--- src/design/bfp_pkg.sv ---
`default_nettype none

package bfp_pkg;

  // Exponent field of a single-precision word
  localparam int EXP_W = 8;

  // Leading mantissa bits kept per element
  localparam int MAN_KEEP = 3;

  // Sign, exponent and kept mantissa as one slice
  localparam int FIELD_W = 1 + EXP_W + MAN_KEEP;

  // Hidden one, kept mantissa and one guard zero
  localparam int MAG_W = MAN_KEEP + 2;

  // Sign followed by aligned magnitude
  localparam int ELEM_W = 1 + MAG_W;

  // Incoming single-precision word
  localparam int WORD_W = 32;

  // Exponent field, also used for the shared exponent
  typedef logic [EXP_W-1:0] exp_t;

  // Top slice of one word, sign in the MSB
  typedef logic [FIELD_W-1:0] field_t;

  // One quantized element
  typedef logic [ELEM_W-1:0] elem_t;

  // Registered levels of the max tree, ceil(log2(n))
  // Top-level latency is this plus two
  function automatic int tree_depth(input int n);
    int d;
    d = 0;
    while ((1 << d) < n) begin
      d++;
    end
    return d;
  endfunction

endpackage

`default_nettype wire

--- src/design/exp_max_tree.sv ---
`timescale 1ns/1ps
`default_nettype none

module exp_max_tree #(
  parameter int N_ELEM = 32
) (
  input  logic                             clk_i,
  input  logic [N_ELEM*bfp_pkg::EXP_W-1:0] exps_i,
  output bfp_pkg::exp_t                    max_exp_o
);

  import bfp_pkg::*;

  // Internal nodes of a complete binary tree over N_ELEM leaves
  localparam int N_NODE = N_ELEM - 1;

  // Heap order: node k has children 2k+1 and 2k+2
  // Heap indices N_NODE and up are the leaves
  exp_t leaf [N_ELEM];

  // One register per internal node
  // Every leaf-to-root path crosses log2(N_ELEM) of them
  exp_t node_q [N_NODE];

  genvar k;

  generate
    // Unpack the flat exponent bus, element k in slice k
    for (k = 0; k < N_ELEM; k++) begin : g_leaf
      assign leaf[k] = exps_i[k*EXP_W +: EXP_W];
    end

    for (k = 0; k < N_NODE; k++) begin : g_node
      exp_t left;
      exp_t right;

      // With N_ELEM a power of two both children are
      // either leaves or internal nodes, never mixed
      if (2*k + 1 >= N_NODE) begin : g_from_leaf
        assign left  = leaf[2*k + 1 - N_NODE];
        assign right = leaf[2*k + 2 - N_NODE];
      end else begin : g_from_node
        assign left  = node_q[2*k + 1];
        assign right = node_q[2*k + 2];
      end

      // Plain unsigned compare on the biased field
      // An all-ones exponent simply wins like any other
      always_ff @(posedge clk_i) begin
        if (left >= right) begin
          node_q[k] <= left;
        end else begin
          node_q[k] <= right;
        end
      end
    end
  endgenerate

  // Root holds the block maximum, qualified downstream by the delayed valid
  assign max_exp_o = node_q[0];

endmodule

`default_nettype wire

--- src/design/field_delay_line.sv ---
`timescale 1ns/1ps
`default_nettype none

module field_delay_line #(
  parameter int N_ELEM = 32
) (
  input  logic                               clk_i,
  input  logic                               rst_i,
  input  logic                               valid_i,
  input  logic [N_ELEM*bfp_pkg::FIELD_W-1:0] fields_i,
  output logic                               valid_o,
  output logic [N_ELEM*bfp_pkg::FIELD_W-1:0] fields_o
);

  import bfp_pkg::*;

  // Same number of stages as the max tree has levels
  localparam int DEPTH = tree_depth(N_ELEM);

  logic [N_ELEM*FIELD_W-1:0] fields_q [DEPTH];
  logic [DEPTH-1:0]          valid_q;

  // Valid chain, cleared so no stale block pops out after reset
  always_ff @(posedge clk_i) begin
    if (rst_i) begin
      valid_q <= '0;
    end else begin
      valid_q[0] <= valid_i;
      for (int s = 1; s < DEPTH; s++) begin
        valid_q[s] <= valid_q[s-1];
      end
    end
  end

  // Payload chain, shifts every cycle
  always_ff @(posedge clk_i) begin
    fields_q[0] <= fields_i;
    for (int s = 1; s < DEPTH; s++) begin
      fields_q[s] <= fields_q[s-1];
    end
  end

  // Last stage lines up with the tree root
  assign fields_o = fields_q[DEPTH-1];
  assign valid_o  = valid_q[DEPTH-1];

endmodule

`default_nettype wire

--- src/design/elem_quantizer.sv ---
`timescale 1ns/1ps
`default_nettype none

module elem_quantizer #(
  parameter int N_ELEM = 32
) (
  input  logic                               clk_i,
  input  logic                               rst_i,
  input  logic                               valid_i,
  input  bfp_pkg::exp_t                      max_exp_i,
  input  logic [N_ELEM*bfp_pkg::FIELD_W-1:0] fields_i,
  output logic                               valid_o,
  output bfp_pkg::exp_t                      x_o,
  output logic [N_ELEM*bfp_pkg::ELEM_W-1:0]  p_o
);

  import bfp_pkg::*;

  // One element against the shared exponent
  // Field layout: sign, exponent, kept mantissa from MSB down
  function automatic elem_t quantize(input field_t f, input exp_t shared);
    logic             sign;
    exp_t             exp_f;
    exp_t             diff;
    logic [MAG_W-1:0] mag_full;
    logic [MAG_W-1:0] mag;
    sign     = f[FIELD_W-1];
    exp_f    = f[MAN_KEEP +: EXP_W];
    // Hidden one, mantissa, trailing zero
    mag_full = {1'b1, f[MAN_KEEP-1:0], 1'b0};
    // Never negative, shared is the block maximum
    diff     = shared - exp_f;
    if (exp_f == '0) begin
      // Zero or denormal input flushes to zero
      mag = '0;
    end else if (diff >= exp_t'(MAG_W)) begin
      // Everything shifted out
      mag = '0;
    end else begin
      // Truncating alignment, no rounding
      mag = mag_full >> diff;
    end
    // Sign kept even when the magnitude is zero
    return {sign, mag};
  endfunction

  logic [N_ELEM*ELEM_W-1:0] elems_d;

  genvar k;

  generate
    for (k = 0; k < N_ELEM; k++) begin : g_elem
      assign elems_d[k*ELEM_W +: ELEM_W] =
        quantize(fields_i[k*FIELD_W +: FIELD_W], max_exp_i);
    end
  endgenerate

  // Output valid
  always_ff @(posedge clk_i) begin
    if (rst_i) begin
      valid_o <= 1'b0;
    end else begin
      valid_o <= valid_i;
    end
  end

  // Shared exponent and elements leave together
  // Only meaningful while valid_o is high
  always_ff @(posedge clk_i) begin
    x_o <= max_exp_i;
    p_o <= elems_d;
  end

endmodule

`default_nettype wire

--- src/design/bfp_quant_top.sv ---
`timescale 1ns/1ps
`default_nettype none

module bfp_quant_top #(
  parameter int N_ELEM = 32
) (
  input  logic                              clk_i,
  input  logic                              rst_i,
  input  logic                              valid_i,
  input  logic [N_ELEM*bfp_pkg::WORD_W-1:0] block_i,
  output logic                              valid_o,
  output bfp_pkg::exp_t                     x_o,
  output logic [N_ELEM*bfp_pkg::ELEM_W-1:0] p_o
);

  import bfp_pkg::*;

  // Stage 0, the input register
  logic [N_ELEM*WORD_W-1:0]  block_q;
  logic                      valid_q;

  // Slices of the stage-0 block
  logic [N_ELEM*EXP_W-1:0]   exps_s0;
  logic [N_ELEM*FIELD_W-1:0] fields_s0;

  // Aligned outputs of the two parallel parts
  exp_t                      max_exp;
  logic [N_ELEM*FIELD_W-1:0] fields_dly;
  logic                      valid_dly;

  always_ff @(posedge clk_i) begin
    if (rst_i) begin
      valid_q <= 1'b0;
    end else begin
      valid_q <= valid_i;
    end
  end

  always_ff @(posedge clk_i) begin
    block_q <= block_i;
  end

  genvar k;

  generate
    for (k = 0; k < N_ELEM; k++) begin : g_slice
      // Bits 30:23 of word k
      assign exps_s0[k*EXP_W +: EXP_W] = block_q[k*WORD_W + WORD_W - 1 - EXP_W +: EXP_W];
      // Bits 31:20 of word k, lower mantissa dropped
      assign fields_s0[k*FIELD_W +: FIELD_W] = block_q[k*WORD_W + WORD_W - FIELD_W +: FIELD_W];
    end
  endgenerate

  // Shared exponent after tree_depth cycles
  exp_max_tree #(
    .N_ELEM   (N_ELEM)
  ) exp_max_tree_i (
    .clk_i    (clk_i),
    .exps_i   (exps_s0),
    .max_exp_o(max_exp)
  );

  // Fields and valid held back to meet the tree root
  field_delay_line #(
    .N_ELEM  (N_ELEM)
  ) field_delay_line_i (
    .clk_i   (clk_i),
    .rst_i   (rst_i),
    .valid_i (valid_q),
    .fields_i(fields_s0),
    .valid_o (valid_dly),
    .fields_o(fields_dly)
  );

  elem_quantizer #(
    .N_ELEM   (N_ELEM)
  ) elem_quantizer_i (
    .clk_i    (clk_i),
    .rst_i    (rst_i),
    .valid_i  (valid_dly),
    .max_exp_i(max_exp),
    .fields_i (fields_dly),
    .valid_o  (valid_o),
    .x_o      (x_o),
    .p_o      (p_o)
  );

endmodule

`default_nettype wire

--- config.mk ---
export PLATFORM = sky130hd
export DESIGN_NAME = bfp_quant_top
export DESIGN_NICKNAME = d
export VERILOG_FILES = /design/src/design/bfp_pkg.sv /design/src/design/exp_max_tree.sv /design/src/design/field_delay_line.sv /design/src/design/elem_quantizer.sv /design/src/design/bfp_quant_top.sv
export SDC_FILE = /design/constraint.sdc
export NUM_CORES = 2
export LEC_CHECK = 0
export ABC_AREA = 1
export BUFFER_PORTS_ARGS = -buffer_cell sky130_fd_sc_hd__buf_2
export CORE_AREA = 8 8 466 468
export DETAILED_ROUTE_END_ITERATION = 12
export DIE_AREA = 0 0 474 476
export GPL_ROUTABILITY_DRIVEN = 0
export SLEW_MARGIN = 0
export SYNTH_ARGS = -nofsm -noshare
export SYNTH_HDL_FRONTEND = slang
export SYNTH_SLANG_ARGS = --single-unit
--- constraint.sdc ---
create_clock -name clk_i -period 3.55 [get_ports clk_i]
set_input_delay 0.5325 -clock clk_i [delete_from_list [all_inputs] [get_ports clk_i]]
set_output_delay 0.5325 -clock clk_i [all_outputs]
set_load 0.1 [all_outputs]
After elaboration in Yosys (flattened, before gate mapping)
Memory sizes are Yosys's and may differ from the RTL's.
Cells that the tools add are included.
W data, S select, Z words.
- input bits: 1027
- memories kept: 2
- register bits after elaboration: 1231
- RAM bits: 2168
- output and inout port bits: 201
- word-level logic and storage cells: 386
- magnitude comparators: 63
- shift operators: 32
- add/sub/neg operators: 32
- bitwise gates (word level): 31
- reduce and logical (&&, ||, !) cells: 64
- mux-type cells: 124
- memory list (memory ; words ; bits a word ; read ports ; clocked after memory_dff ; wr ports ; line ; text):
    field_delay_line_i.fields_q ; 5 ; 384 ; 5 ; 0 ; 5 ; field_delay_line.sv:20 ; logic [N_ELEM*FIELD_W-1:0] fields_q [DEPTH];
    exp_max_tree_i.node_q ; 31 ; 8 ; 31 ; 0 ; 31 ; exp_max_tree.sv:23 ; exp_t node_q [N_NODE];
- operators by type and width (kind ; count):
    $ge A8 B3 Y1 const B ; 32
    $logic_not A8 Y1 ; 32
    $shr A5 B8 Y5 ; 32
    $sub A8 B8 Y8 ; 32
    $ge A8 B8 Y1 ; 31
    $mux W8 ; 31
    $mux W1 ; 93
    $reduce_or A2 Y1 ; 32
    $or A1 B1 Y1 ; 31

Longest topological paths before layout
- depth after elaboration: 4
- depth in mapped cells: 15
- gate-level depth less buffers: 15

By module
A second synthesis with hierarchy kept.
- cell total of the unflattened synthesis: 8095
- area, all modules: 84818.8 µm²
- modules (own cells, without submodules) (module ; times used ; cells each ; sequential area each (µm²) ; area each (µm²)):
    field_delay_line ; 1 ; 2319 ; 38537.0 ; 41457.3
    elem_quantizer ; 1 ; 3249 ; 4023.9 ; 19992.9
    exp_max_tree ; 1 ; 2140 ; 4964.8 ; 15651.3
    bfp_quant_top ; 1 ; 387 ; 7707.4 ; 7717.4

Worst setup path before layout
OpenSTA, ideal clock, no wires.
- kind: reg-to-reg
- from: memory exp_max_tree_i.node_q[0][0] in the netlist's numbering
- to: register elem_quantizer_i.p_o[116] in the netlist's numbering
- period minus slack after synthesis: 2.971 ns
- data required time: 3.486 ns
- cell stages (with the launch flop): 15
- slack: 0.579 ns
- arrival: 2.907 ns
- library setup time: 0.064 ns
- buffers on the path: 1
- cells stage by stage: dfxtp_1 > inv_1 > ha_1 > inv_1 > fa_1 > clkbuf_1 > nor2_1 > nor2_1 > nor2_1 > nand2_1 > inv_1 > nand3_1 > nor2_2 > inv_1 > nor2_1
- RTL lines (what ; line ; text):
    from (decl) ; exp_max_tree.sv:23 ;
    to (signal assigned) ; elem_quantizer.sv:71 ; p_o <= elems_d;
    to (decl) ; elem_quantizer.sv:14 ; output logic [N_ELEM*bfp_pkg::ELEM_W-1:0] p_o

==> flow_summary_export.csv <==
group,metric,value,unit
sta,finalClockSkew,83.0,ps
min_path,timing.hold.worst.class,"primary input to flip-flop",
die,coreArea,210000,µm²
cells_and_area,fillCellCount,18692,
yosys,synth_top_area_share,68.8,%
yosys,ys.flop_type,"dfxtp_1",
global_route,grt_pass1_wl,281,mm
sta,timing.setup.tns,0,ps
yosys,avgSynthCellArea,10.6,µm²
yosys,syn_area,80300,µm²
yosys,ys_seq_area_share,68.8,%
yosys,synth_top_family_by_area,"simple AND/OR/NAND/NOR gates",
pwr,p_leak,48.4,nW
sta,max_slew.worst_pin.slew,1040,ps
clock_network,cts_buffers,293,
yosys,synth_most_common_cell,"dfxtp_1",
worst_setup_path,required,4400,ps
die,rows,169,
sta,fin_crit_sh,77.8,%
flow_run,maxCapViolCount,0,
clock_network,cts_num_sinks,2759,
sta,rsz0062_at_grt,"false",
worst_setup_path,r2r-end,"elem_quantizer_i.p_o[16]",
yosys,syn_inst,7548,
yosys,yosys_register_bits,2759,
global_route,overflow,0,
pwr,ir_drop,0.000540,V
yosys,yosys-top-cells-area,"dfxtp_1 (69%), ha_1 (7.7%), nand2_1 (6.9%), inv_1 (5.0%), o21ai_0 (2.4%)",
yosys,synth_compound_area_share,4.75,%
drt,wire_per_inst,15.7,µm
drt,drt_first_pass_iters,6,
drt,drt_first_iter_violations,2739,
die,io_pins,1228,
worst_setup_path,end_kind,"flip-flop",
yosys,synth_fa_ha_area_share,7.94,%
die,start_util,38.2,%
yosys,ys_async_sr_fraction,0,%
clock_network,cts-root-buf,"clkbuf_16",
clock_network,path_clk_slew,60,ps
sta,fmax,362,MHz
sta,maxSlewViolCount,0,
global_route,grt_max_degree,22,
worst_setup_path,crit_type,"flip-flop to flip-flop",
min_path,holdPathStages,2,
yosys,yosysWarnings,0,
sta,period_minus_slack,2760,ps
global_route,grt_antenna_before_repair,22,
worst_setup_path,cp.arrival,3610,ps
yosys,synth_common_cells,"dfxtp_1 (2759), nand2_1 (1468), inv_1 (1069), ha_1 (495), nor2_1 (434)",
die,die_h,476,µm
die,dieArea,226000,µm²
worst_setup_path,r2r_slack,790,ps
clock_network,clk_path_buf_depth,4,
yosys,yosys.area_share.simple,12.1,%
yosys,synth_cell_type_count,43,
yosys,synth_xor_area_share,1.15,%
clock_network,htree_levels,5,
worst_setup_path,critPathMaxFanout,21,
drt,avgViaCountPerCell,4.34,
global_route,grt_pass1_vias,50906,
min_path,whs_endpoint,"block_q[156]",
sta,relSlewSlack,30.3,%
worst_setup_path,start_kind,"flip-flop",
yosys,synth.net_count,9079,
worst_setup_path,r2r_cells,13,
global_route,grt_use_total,16.1,%
yosys,synth_area_leader_cell,"dfxtp_1",
drt,wl,186,mm
placed_design,numPortBuffers,587,
yosys,synth_edf_count,0,
cells_and_area,fin_nets,10328,
outcome,run_status,"finished, final reports clean",
cells_and_area,area_growth_syn_to_layout,25.1,%
clock_network,cts_tree,"done",
cells_and_area,final_util,47.8,%
clock_network,clock_latency,940,ps
yosys,muxShareOfSynthArea,0.0374,%
drt,ant_nets,0,
sta,hold_viol,0,
pwr,power_density,842,nW/µm²
drt,num_vias,51384,
sta,setup_viol,0,
worst_setup_path,rr_startpoint,"exp_max_tree_i.node_q[0][1]",
placed_design,hpwlAfterDp,135,mm
drt,drc,0,
die,die_w,474,µm
min_path,min_from,"block_i[156]",
cells_and_area,drive_gt1_share,12.6,%
==> worst max-delay path, cell delays in order, from the launching register on <==
cell and delay (ps):
dfxtp_4 830, buf_4 340, ha_1 300, nand2_1 130, nand2_1 100, nand2_1 90, nand3_1 70, nand2_1 70
nand2_1 50, nor2_1 150, nand3_1 170, nor2_1 210, nand2_1 110, nor2_1 90
==> where the power goes <==
part | total (mW) | switching (mW) | leakage, nW | internal, mW
logic | 19.4 | 12.8 | 20.4 | 6.58
registers | 35.0 | 1.59 | 23.2 | 33.4
clock network | 30.2 | 11.9 | 4.72 | 18.3
==> state kept, by name (all words and copies together), names as in the netlist <==
name,flops
block_q,384
elem_quantizer_i.p_o,192
elem_quantizer_i.valid_o,1
elem_quantizer_i.x_o,8
exp_max_tree_i.node_q,248
field_delay_line_i.fields_q,1920
field_delay_line_i.valid_q,5
valid_q,1
==> kinds of logic (layout without fill, tap and decap cells) <==
kind of cell,after synthesis,after routing
compound gates,713,713
xor+xnor,93,93
fa+ha+maj,504,504
buf+inv,1110,2566
flops,2759,2759
mux,3,3
other cells,0,12
simple gates,2366,2366
==> metrics by stage <==
step	setup WS (ps)	area, µm²	power [mW]	hold slack, ps	instances
floorplan	579	80300	49.1	310	7548
global placement	745	86900	54.1	310	10936
detailed placement	719	86900	54.7	312	10936
CTS	704	100000	85.6	125	11825
global route	554	100000	89.9	156	11827
finish	787	100000	84.6	224	11837
==> cell type report <==
class | count | area, µm² | share of cell area (%)
flip-flops and latches | 2759 | 55300 | 55.0
multi-input cells | 3679 | 20900 | 20.8
clock buffers | 386 | 8260 | 8.22
repair buffers | 995 | 7070 | 7.04
inverters | 1069 | 4020 | 4.00
well taps | 2821 | 3530 | 3.51
clock inverters | 116 | 1450 | 1.44
diodes | 12 | 30.0 | 0.0299
==> what timing repair did <==
item,CTS,global route
resized for setup,0,0
hold buffers,387,0
hold endpoints to repair,391,0
setup buffers,0,0
==> worst max path at each step <==
stage	startpoint	to	slack (ps)	depth (start not counted)
6_report	exp_max_tree_i.node_q[0][1]	elem_quantizer_i.p_o[16]	790	13
4_1_cts	exp_max_tree_i.node_q[0][1]	elem_quantizer_i.p_o[25]	700	11
3_3_place_gp	exp_max_tree_i.node_q[0][1]	elem_quantizer_i.p_o[25]	740	11
5_1_grt	exp_max_tree_i.node_q[0][1]	elem_quantizer_i.p_o[10]	550	11
3_5_place_dp	exp_max_tree_i.node_q[0][1]	elem_quantizer_i.p_o[16]	720	13
2_1_floorplan	exp_max_tree_i.node_q[0][0]	elem_quantizer_i.p_o[116]	580	14
==> metal layers <==
metal | track usage [%] | part of all wire [%] | vias up
met2 | 25.0 | 43 | 1371
met4 | 6.74 | 3.9 | 8
met3 | 4.61 | 7.1 | 381
met5 | 0 | 0.021 | -
met1 | 21.0 | 46 | 23372
li1 | - | - | 26252
==> cell usage in the layout, fill, tap and decap left out, drive strengths merged, types with 56 or more instances in the layout <==
master and count:
ha 495, nand4 78, nand2 1468, inv 1084, dfxtp 2759, o21ai 380
buf 608, dlygate4sd3 387, xor2 56, clkbuf 386, nor2 441, nand3 260
a21oi 259
(Power assumes the default switching activity.)
